===== config.mk =====
export PLATFORM = sky130hd
export DESIGN_NAME = coh_dir_top
export DESIGN_NICKNAME = d
export VERILOG_FILES = /design/src/design/coh_dir_pkg.sv /design/src/design/coh_dir_array.sv /design/src/design/coh_dir_ctrl.sv /design/src/design/coh_dir_stats.sv /design/src/design/coh_dir_top.sv /design/src/design/coh_req_queue.sv
export SDC_FILE = /design/constraint.sdc
export NUM_CORES = 1
export LEC_CHECK = 0
export BUFFER_PORTS_ARGS = -buffer_cell sky130_fd_sc_hd__buf_2
export CAP_MARGIN = 20
export CORE_UTILIZATION = 55
export DETAILED_ROUTE_END_ITERATION = 16
export HOLD_SLACK_MARGIN = 0.05
export PLACE_DENSITY = 0.84
export SLEW_MARGIN = 15
export SYNTH_ARGS = -nofsm -noshare
export SYNTH_HDL_FRONTEND = slang
export SYNTH_SLANG_ARGS = --single-unit

===== constraint.sdc =====
create_clock -name clk -period 10.6 [get_ports clk]
set_input_delay 1.06 -clock clk [delete_from_list [all_inputs] [get_ports clk]]
set_output_delay 1.06 -clock clk [all_outputs]
set_load 0.01 [all_outputs]

===== src/design/coh_dir_pkg.sv =====
package coh_dir_pkg;

    // Geometry of the directory
    localparam int num_cores    = 4;
    localparam int core_id_bits = 2;
    localparam int addr_width   = 32;
    localparam int offset_bits  = 6;
    localparam int num_entries  = 16;
    localparam int index_bits   = 4;
    localparam int tag_bits     = addr_width - offset_bits - index_bits;
    localparam int queue_depth  = 4;

    // Stats register map
    localparam int stat_width = 32;
    localparam logic [addr_width-1:0] stat_hit_addr   = 32'h0000_0000;
    localparam logic [addr_width-1:0] stat_miss_addr  = 32'h0000_0004;
    localparam logic [addr_width-1:0] stat_evict_addr = 32'h0000_0008;

    // AXI response codes
    localparam logic [1:0] axi_resp_okay   = 2'b00;
    localparam logic [1:0] axi_resp_slverr = 2'b10;

    typedef logic [num_cores-1:0] core_mask_t;

    // Bit 7 set means the memory controller, bits 1:0 give the core
    typedef logic [7:0] node_id_t;

    typedef enum logic [1:0] {
        REQ_READ       = 2'd0,
        REQ_READ_EXCL  = 2'd1,
        REQ_WRITE      = 2'd2,
        REQ_INVALIDATE = 2'd3
    } req_op_t;

    typedef enum logic [1:0] {
        MSG_INVALIDATE = 2'd0,
        MSG_DATA       = 2'd1,
        MSG_DATA_EXCL  = 2'd2,
        MSG_ACK        = 2'd3
    } msg_op_t;

    typedef struct packed {
        logic [addr_width-1:0] addr;
        req_op_t               op;
        node_id_t              source;
    } dir_req_t;

    typedef struct packed {
        logic [addr_width-1:0] addr;
        msg_op_t               op;
        node_id_t              target;
    } noc_msg_t;

    typedef struct packed {
        logic                    valid;
        logic [tag_bits-1:0]     tag;
        core_mask_t              sharers;
        logic [core_id_bits-1:0] owner;
        logic                    exclusive;
    } dir_entry_t;

    typedef struct packed {
        logic       hit;
        logic       victim_valid;
        dir_entry_t entry;
    } dir_lookup_t;

    typedef struct packed {
        logic [index_bits-1:0] index;
        dir_entry_t            entry;
    } dir_write_t;

    typedef struct packed {
        logic hit;
        logic miss;
        logic evict;
    } stat_event_t;

    typedef enum logic [2:0] {
        IDLE      = 3'd0,
        LOOKUP    = 3'd1,
        SEND_INV  = 3'd2,
        WAIT_ACKS = 3'd3,
        UPDATE    = 3'd4,
        RESPOND   = 3'd5
    } dir_state_t;

endpackage


===== src/design/coh_dir_array.sv =====
`timescale 1ns/1ps

module coh_dir_array (
    input  logic                               clk,
    input  logic                               reset_n,
    input  logic [coh_dir_pkg::addr_width-1:0] lookup_addr,
    input  coh_dir_pkg::dir_write_t            wr,
    input  logic                               wr_en,
    output coh_dir_pkg::dir_lookup_t           lookup
);
    import coh_dir_pkg::*;

    dir_entry_t            entry_q [num_entries];
    dir_entry_t            cur;
    logic [index_bits-1:0] idx;
    logic [tag_bits-1:0]   tag;
    logic                  tag_match;

    // Address split
    assign idx = lookup_addr[offset_bits +: index_bits];
    assign tag = lookup_addr[addr_width-1 -: tag_bits];

    assign cur       = entry_q[idx];
    assign tag_match = (cur.tag == tag);

    // Combinational lookup
    always_comb begin
        lookup.hit          = cur.valid && tag_match;
        lookup.victim_valid = cur.valid && !tag_match;
        lookup.entry        = cur;
    end

    // Whole-entry write, visible on the next cycle
    always_ff @(posedge clk or negedge reset_n) begin
        if (!reset_n) begin
            for (int i = 0; i < num_entries; i++) begin
                entry_q[i] <= '0;
            end
        end else if (wr_en) begin
            entry_q[wr.index] <= wr.entry;
        end
    end

endmodule


===== src/design/coh_dir_ctrl.sv =====
`timescale 1ns/1ps

module coh_dir_ctrl (
    input  logic                               clk,
    input  logic                               reset_n,
    input  coh_dir_pkg::dir_req_t              head,
    input  logic                               head_valid,
    output logic                               pop,
    output logic [coh_dir_pkg::addr_width-1:0] lookup_addr,
    input  coh_dir_pkg::dir_lookup_t           lookup,
    output coh_dir_pkg::dir_write_t            wr,
    output logic                               wr_en,
    input  logic                               ack_valid,
    input  coh_dir_pkg::node_id_t              ack_source,
    output coh_dir_pkg::noc_msg_t              msg,
    output logic                               msg_valid,
    input  logic                               msg_ready,
    output coh_dir_pkg::stat_event_t           stat
);
    import coh_dir_pkg::*;

    dir_state_t              state;
    dir_state_t              state_nxt;
    dir_req_t                req_q;
    dir_entry_t              new_entry_q;
    dir_entry_t              base;
    dir_entry_t              new_entry;
    core_mask_t              req_bit;
    core_mask_t              inv_targets;
    core_mask_t              inv_left;
    core_mask_t              ack_pend;
    logic [core_id_bits-1:0] req_core;
    logic [core_id_bits-1:0] inv_core;
    logic                    from_mc;
    logic                    msg_fire;

    // Lowest set core in a mask
    function automatic logic [core_id_bits-1:0] first_core(input core_mask_t m);
        logic [core_id_bits-1:0] id;
        id = '0;
        for (int i = num_cores - 1; i >= 0; i--) begin
            if (m[i]) begin
                id = core_id_bits'(i);
            end
        end
        return id;
    endfunction

    assign from_mc     = req_q.source[7];
    assign req_core    = req_q.source[core_id_bits-1:0];
    assign req_bit     = core_mask_t'(1) << req_core;
    assign inv_core    = first_core(inv_left);
    assign lookup_addr = req_q.addr;
    assign pop         = (state == IDLE) && head_valid;
    assign msg_fire    = msg_valid && msg_ready;

    // Protocol rules applied to the looked-up entry
    always_comb begin
        base = lookup.entry;
        if (!lookup.hit) begin
            // Miss starts a fresh entry with no sharers
            base       = '0;
            base.valid = 1'b1;
            base.tag   = req_q.addr[addr_width-1 -: tag_bits];
        end
        new_entry   = base;
        inv_targets = '0;
        unique case (req_q.op)
            REQ_READ: begin
                if (base.exclusive && base.owner != req_core) begin
                    inv_targets       = core_mask_t'(1) << base.owner;
                    new_entry.sharers = base.sharers & ~inv_targets;
                end
                new_entry.sharers   = new_entry.sharers | req_bit;
                new_entry.exclusive = 1'b0;
            end
            REQ_READ_EXCL, REQ_WRITE: begin
                inv_targets         = base.sharers & ~req_bit;
                new_entry.sharers   = req_bit;
                new_entry.owner     = req_core;
                new_entry.exclusive = 1'b1;
            end
            REQ_INVALIDATE: begin
                if (from_mc) begin
                    inv_targets         = base.sharers;
                    new_entry.sharers   = '0;
                    new_entry.valid     = 1'b0;
                    new_entry.exclusive = 1'b0;
                end else begin
                    new_entry.sharers = base.sharers & ~req_bit;
                    if (new_entry.sharers == '0) begin
                        new_entry.valid     = 1'b0;
                        new_entry.exclusive = 1'b0;
                    end
                end
            end
        endcase
    end

    always_comb begin
        state_nxt = state;
        case (state)
            IDLE:      if (head_valid) state_nxt = LOOKUP;
            LOOKUP:    state_nxt = SEND_INV;
            SEND_INV:  if (inv_left == '0) state_nxt = WAIT_ACKS;
            WAIT_ACKS: if (ack_pend == '0) state_nxt = UPDATE;
            UPDATE:    state_nxt = RESPOND;
            RESPOND:   if (msg_ready) state_nxt = IDLE;
            default:   state_nxt = IDLE;
        endcase
    end

    always_ff @(posedge clk or negedge reset_n) begin
        if (!reset_n) begin
            state    <= IDLE;
            inv_left <= '0;
            ack_pend <= '0;
        end else begin
            state <= state_nxt;
            if (state == LOOKUP) begin
                inv_left <= inv_targets;
                ack_pend <= inv_targets;
            end else begin
                if (state == SEND_INV && msg_fire) begin
                    inv_left[inv_core] <= 1'b0;
                end
                // Acks from the memory controller are not ours to count
                if (ack_valid && !ack_source[7]) begin
                    ack_pend[ack_source[core_id_bits-1:0]] <= 1'b0;
                end
            end
        end
    end

    always_ff @(posedge clk) begin
        if (pop) begin
            req_q <= head;
        end
        if (state == LOOKUP) begin
            new_entry_q <= new_entry;
        end
    end

    assign wr_en    = (state == UPDATE);
    assign wr.index = req_q.addr[offset_bits +: index_bits];
    assign wr.entry = new_entry_q;

    assign stat.hit   = (state == LOOKUP) && lookup.hit;
    assign stat.miss  = (state == LOOKUP) && !lookup.hit;
    assign stat.evict = (state == LOOKUP) && lookup.victim_valid;

    // Outbound message, invalidations first then the reply
    assign msg_valid = ((state == SEND_INV) && (inv_left != '0)) || (state == RESPOND);

    always_comb begin
        msg.addr   = req_q.addr;
        msg.target = req_q.source;
        msg.op     = MSG_ACK;
        if (state == SEND_INV) begin
            msg.op     = MSG_INVALIDATE;
            msg.target = node_id_t'(inv_core);
        end else begin
            case (req_q.op)
                REQ_READ:      msg.op = MSG_DATA;
                REQ_READ_EXCL: msg.op = MSG_DATA_EXCL;
                default:       msg.op = MSG_ACK;
            endcase
        end
    end

    a_msg_hold: assert property (
        @(posedge clk) disable iff (!reset_n)
        msg_valid && !msg_ready |=> msg_valid && $stable(msg)
    );

    // Exclusive entries are held by the owner alone and invalid ones by nobody
    a_wr_entry_legal: assert property (
        @(posedge clk) disable iff (!reset_n)
        wr_en |-> (!wr.entry.exclusive ||
                   wr.entry.sharers == (core_mask_t'(1) << wr.entry.owner)) &&
                  (wr.entry.valid || (wr.entry.sharers == '0 && !wr.entry.exclusive))
    );

endmodule


===== src/design/coh_dir_stats.sv =====
`timescale 1ns/1ps

module coh_dir_stats (
    input  logic                               clk,
    input  logic                               reset_n,
    input  coh_dir_pkg::stat_event_t           stat,
    input  logic [coh_dir_pkg::addr_width-1:0] araddr,
    input  logic                               arvalid,
    output logic                               arready,
    output logic [coh_dir_pkg::stat_width-1:0] rdata,
    output logic [1:0]                         rresp,
    output logic                               rvalid,
    input  logic                               rready
);
    import coh_dir_pkg::*;

    logic [stat_width-1:0] hit_cnt;
    logic [stat_width-1:0] miss_cnt;
    logic [stat_width-1:0] evict_cnt;
    logic [stat_width-1:0] rd_data;
    logic [1:0]            rd_resp;

    // Counters stop at all ones
    function automatic logic [stat_width-1:0] sat_inc(input logic [stat_width-1:0] v,
                                                      input logic en);
        if (en && v != '1) begin
            return v + 1'b1;
        end
        return v;
    endfunction

    always_ff @(posedge clk or negedge reset_n) begin
        if (!reset_n) begin
            hit_cnt   <= '0;
            miss_cnt  <= '0;
            evict_cnt <= '0;
        end else begin
            hit_cnt   <= sat_inc(hit_cnt, stat.hit);
            miss_cnt  <= sat_inc(miss_cnt, stat.miss);
            evict_cnt <= sat_inc(evict_cnt, stat.evict);
        end
    end

    // Register select
    always_comb begin
        rd_data = '0;
        rd_resp = axi_resp_slverr;
        case (araddr)
            stat_hit_addr: begin
                rd_data = hit_cnt;
                rd_resp = axi_resp_okay;
            end
            stat_miss_addr: begin
                rd_data = miss_cnt;
                rd_resp = axi_resp_okay;
            end
            stat_evict_addr: begin
                rd_data = evict_cnt;
                rd_resp = axi_resp_okay;
            end
            default: begin
                rd_data = '0;
                rd_resp = axi_resp_slverr;
            end
        endcase
    end

    // One read in flight
    always_ff @(posedge clk or negedge reset_n) begin
        if (!reset_n) begin
            arready <= 1'b0;
            rvalid  <= 1'b0;
        end else if (arvalid && arready) begin
            arready <= 1'b0;
            rvalid  <= 1'b1;
        end else if (rvalid && rready) begin
            arready <= 1'b1;
            rvalid  <= 1'b0;
        end else if (!rvalid) begin
            arready <= 1'b1;
        end
    end

    always_ff @(posedge clk) begin
        if (arvalid && arready) begin
            rdata <= rd_data;
            rresp <= rd_resp;
        end
    end

    a_r_hold: assert property (
        @(posedge clk) disable iff (!reset_n)
        rvalid && !rready |=> rvalid && $stable(rdata) && $stable(rresp)
    );

endmodule


===== src/design/coh_dir_top.sv =====
`timescale 1ns/1ps

module coh_dir_top (
    input  logic                               clk,
    input  logic                               reset_n,
    input  coh_dir_pkg::dir_req_t              req,
    input  logic                               req_valid,
    output logic                               req_ready,
    input  logic                               ack_valid,
    input  coh_dir_pkg::node_id_t              ack_source,
    output coh_dir_pkg::noc_msg_t              msg,
    output logic                               msg_valid,
    input  logic                               msg_ready,
    input  logic [coh_dir_pkg::addr_width-1:0] araddr,
    input  logic                               arvalid,
    output logic                               arready,
    output logic [coh_dir_pkg::stat_width-1:0] rdata,
    output logic [1:0]                         rresp,
    output logic                               rvalid,
    input  logic                               rready
);
    import coh_dir_pkg::*;

    dir_req_t              head;
    logic                  head_valid;
    logic                  pop;
    logic [addr_width-1:0] lookup_addr;
    dir_lookup_t           lookup;
    dir_write_t            wr;
    logic                  wr_en;
    stat_event_t           stat;

    coh_req_queue u_req_queue (
        .clk        (clk),
        .reset_n    (reset_n),
        .req        (req),
        .req_valid  (req_valid),
        .req_ready  (req_ready),
        .pop        (pop),
        .head       (head),
        .head_valid (head_valid)
    );

    coh_dir_array u_dir_array (
        .clk         (clk),
        .reset_n     (reset_n),
        .lookup_addr (lookup_addr),
        .wr          (wr),
        .wr_en       (wr_en),
        .lookup      (lookup)
    );

    coh_dir_ctrl u_dir_ctrl (
        .clk         (clk),
        .reset_n     (reset_n),
        .head        (head),
        .head_valid  (head_valid),
        .pop         (pop),
        .lookup_addr (lookup_addr),
        .lookup      (lookup),
        .wr          (wr),
        .wr_en       (wr_en),
        .ack_valid   (ack_valid),
        .ack_source  (ack_source),
        .msg         (msg),
        .msg_valid   (msg_valid),
        .msg_ready   (msg_ready),
        .stat        (stat)
    );

    coh_dir_stats u_dir_stats (
        .clk     (clk),
        .reset_n (reset_n),
        .stat    (stat),
        .araddr  (araddr),
        .arvalid (arvalid),
        .arready (arready),
        .rdata   (rdata),
        .rresp   (rresp),
        .rvalid  (rvalid),
        .rready  (rready)
    );

endmodule


===== src/design/coh_req_queue.sv =====
`timescale 1ns/1ps

module coh_req_queue (
    input  logic                 clk,
    input  logic                 reset_n,
    input  coh_dir_pkg::dir_req_t req,
    input  logic                 req_valid,
    output logic                 req_ready,
    input  logic                 pop,
    output coh_dir_pkg::dir_req_t head,
    output logic                 head_valid
);
    import coh_dir_pkg::*;

    dir_req_t                     mem [queue_depth];
    logic [$clog2(queue_depth)-1:0] wr_ptr;
    logic [$clog2(queue_depth)-1:0] rd_ptr;
    logic [$clog2(queue_depth):0]   count;
    logic [$clog2(queue_depth):0]   count_nxt;
    logic                           push;

    assign push       = req_valid && req_ready;
    assign head       = mem[rd_ptr];
    assign head_valid = (count != '0);

    always_comb begin
        count_nxt = count;
        if (push && !pop) begin
            count_nxt = count + 1'b1;
        end else if (pop && !push) begin
            count_nxt = count - 1'b1;
        end
    end

    // Ready is registered so it stays low through reset
    always_ff @(posedge clk or negedge reset_n) begin
        if (!reset_n) begin
            wr_ptr    <= '0;
            rd_ptr    <= '0;
            count     <= '0;
            req_ready <= 1'b0;
        end else begin
            count     <= count_nxt;
            req_ready <= (count_nxt != queue_depth);
            if (push) begin
                wr_ptr <= wr_ptr + 1'b1;
            end
            if (pop) begin
                rd_ptr <= rd_ptr + 1'b1;
            end
        end
    end

    // Payload storage
    always_ff @(posedge clk) begin
        if (push) begin
            mem[wr_ptr] <= req;
        end
    end

    // Controller must only take a request that is there
    a_no_pop_when_empty: assert property (
        @(posedge clk) disable iff (!reset_n) pop |-> head_valid
    );

endmodule


==> qor.csv <==
metric,value,unit
crit_path_start_kind,register,
dp_hpwl,52.9,mm
p_per_area,242,nW/µm²
grt_pass1_wl,141,mm
finalCritPeriodShare,51.4,%
final_common_cell,dfrtp_1,
rr_startpoint,u_dir_ctrl.lookup_addr[6],
fmax,184,MHz
cts_sinks,870,
finalCriticalPeriod,5.45,ns
cts.clk_slew.worst_paths,0.06,ns
io_buffers,162,
drv_slew,0,
intPower,7220,µW
ant_nets,0,
netlist_instances,2595,
overflow,0,
rsz0062_at_grt,false,
drive_gt1_share,36.8,%
regArea,23100,µm²
finalHoldViolations,0,
r2r_cells,12,
clkPwrFrac,31.2,%
drt_iter0_drc,2372,
syn_area,38600,µm²
status,completed,
grt_max_degree,210,
clkLatencyLatePin,0.67,ns
cts_buffers,87,
start_util,55.9,%
syn-num-nets,2697,
holdWs,0.489,ns
htree_levels,3,
holdPathStages,1,
synth_cell_types,64,
grt_pass1_vias,24200,
min-delay-start,u_dir_stats.evict_cnt[8],
routedWlPerCell,24.6,µm
post_cts_buffers,0,
holdCritPathClass,reg2reg,
num_rows,96,
place_congestion,0.833,
critPathArrivalTime,5.80,ns
nNetsFinal,2768,
antenna_found_initial,0,
cts_resized,0,
r2r_slack,5.15,ns
setup_viol,0,
worst-setup-path-type,reg2reg,
peakVddDrop,0.000219,V
clk_path_buf_depth,3,
crit_buf_inv,3,
viasPerCell,6.22,
cap_violations,0,
multi_input_area,14400,µm²
synthArstFlopShare,68.6,%
slew_headroom,21.4,%
ys_ff_latch,870,
chipWidth,267,µm
yosysSeqAreaShare,59.9,%
tightest_slew,1.17,ns
setup_tns,0,ns
placeableCoreArea,69100,µm²
final_util,62.3,%
cts_hold_buf,0,
root_buffer,clkbuf_16,
end_kind,register,
fillers,4670,
seq_power_share,45.9,%
synth.avg_cell_area,14.9,µm²
vias,22800,
hold_end,u_dir_stats.evict_cnt[8],
crit_fanout,52,
power_switching,3190,µW
syn2layout_area_growth,11.5,%
grtUsageTotal,25.9,%
switching_share,30.7,%
crit_required,10.96,ns
cp_slowest_cell,buf_4,
skew,0.0432,ns
dieArea,71300,µm²
layout_common_cells,"dfrtp_1, mux2_2, edfxtp_1",
crit_family,buffers and inverters,
yosysWarnings,0,
cp_cell_sequence,buf_4 > buf_4 > nor2b_1 > a22oi_1 > nand2_1 > xnor2_1 > or3_1 > a2111o_1 > nor4_2 > buf_4 > nand3_1 > o21ai_0,
r2r-end,u_dir_ctrl.wr[29],
slowest_delay,0.80,ns
wl,90.4,mm
firstDrtPassIters,6,
finalPower,10400,µW
critPathMostFrequentCell,buf_4,
die_h,267,µm
n_antenna_cell,0,
cts_tree,built,
ios,169,
combPwrFrac,22.8,%
synth_edf_count,273,
ys.flop_type,dfrtp_1,
drc,0,
total_leakage_power,0.0191,µW
==> power groups by stage <==
stage | sequential (µW) | combinational, µW | clock [µW]
floorplan | 4500 | 1920 | 0
global placement | 4710 | 2270 | 0
detailed placement | 4800 | 2350 | 0
CTS | 4770 | 2380 | 3280
global route | 4850 | 2550 | 3420
finish | 4780 | 2380 | 3250
==> flip-flops by register name, indices dropped and copies added, names as in the netlist, 2 cells and up <==
name	flops
u_dir_stats.hit_cnt	32
u_dir_array.entry_q	480
u_dir_ctrl.req_core	2
u_req_queue.mem	168
u_dir_stats.miss_cnt	32
u_dir_ctrl.ack_pend	4
u_dir_ctrl.state	3
u_dir_ctrl.wr	30
u_dir_ctrl.req_q	7
u_dir_ctrl.inv_left	4
u_req_queue.wr_ptr	2
u_dir_stats.evict_cnt	32
u_dir_ctrl.lookup_addr	32
u_req_queue.rd_ptr	2
u_dir_stats.rdata	32
u_req_queue.count	3
==> per-layer routing <==
| layer | up-vias | track usage [%] | share of wire, % |
|---|---|---|---|
| met5 | - | 0 | 0 |
| met4 | 0 | 8.85 | 2.3 |
| met3 | 171 | 4.03 | 6.2 |
| met2 | 909 | 44.0 | 51 |
| met1 | 12100 | 34.2 | 40 |
| li1 | 9698 | - | - |
==> synthesized netlist by cell type, types with 5 or more instances <==
cell      count  area (µm²)
dfrtp_1     597       14900
mux2_2      486        5470
edfxtp_1    273        8200
mux4_2      145        3270
clkbuf_1    143         537
nor2_1      104         390
mux2i_1     102        1020
nand2_1      93         349
xor2_1       68         596
xnor2_1      58         508
nand3_1      52         260
a21oi_1      47         235
nor3_1       47         235
buf_4        40         300
and3_1       36         225
nand4_1      26         163
buf_2        24         120
nor2b_1      23         144
o21ai_0      22         110
inv_1        21        78.8
a22oi_1      19         143
nor4_1       18         113
buf_1        16        60.1
and2_1       14        87.6
ha_1         13         163
nand3b_1     13        97.6
nand2b_1     11        68.8
a211oi_1      7        52.6
and4_1        7        61.3
a22o_1        5        43.8
o22ai_1       5        31.3
==> metrics by stage <==
stage	setup slack [ns]	cell area (µm²)	cells
2_1_floorplan	7.03	38600	2595
3_3_place_gp	5.29	39900	3505
3_5_place_dp	5.23	40000	3506
4_1_cts	5.23	43000	3670
5_1_grt	4.93	43100	3672
6_report	5.15	43100	3672
==> worst max-delay path by stage <==
stage                              start                endpoint  slack, ns  cells past startpoint
6_report       u_dir_ctrl.lookup_addr[6]       u_dir_ctrl.wr[29]       5.15                     12
5_1_grt        u_dir_ctrl.lookup_addr[6]       u_dir_ctrl.wr[29]       4.93                     12
4_1_cts        u_dir_ctrl.lookup_addr[6]  u_dir_stats.hit_cnt[1]       5.23                     12
3_5_place_dp   u_dir_ctrl.lookup_addr[6]  u_dir_stats.hit_cnt[1]       5.23                     12
3_3_place_gp   u_dir_ctrl.lookup_addr[6]  u_dir_stats.hit_cnt[1]       5.29                     12
2_1_floorplan  u_dir_ctrl.lookup_addr[7]        u_dir_ctrl.wr[0]       7.03                     12
==> cells by family (layout without fill, tap and decap cells) <==
| group | count (synthesis) | in the layout | share of synthesized area [%] |
|---|---|---|---|
| other | 1 | 1 | 0.00971 |
| multiplexers | 733 | 733 | 25.3 |
| XOR/XNOR | 126 | 126 | 2.86 |
| AO/OA/AOI/OAI | 130 | 130 | 2.14 |
| flip-flops | 870 | 870 | 59.9 |
| adder cells (fa/ha/maj) | 15 | 15 | 0.473 |
| AND/OR/NAND/NOR | 474 | 474 | 6.44 |
| buffers and inverters | 246 | 392 | 2.90 |
==> final cells by class <==
class | count | share of cell area, %
repair buffers | 207 | 2.80
clock inverters | 48 | 1.44
inverters | 21 | 0.183
well taps | 931 | 2.71
multi-input cells | 1479 | 33.4
flip-flops and latches | 870 | 53.7
clock buffers | 116 | 5.69
(Power assumes the default switching activity.)
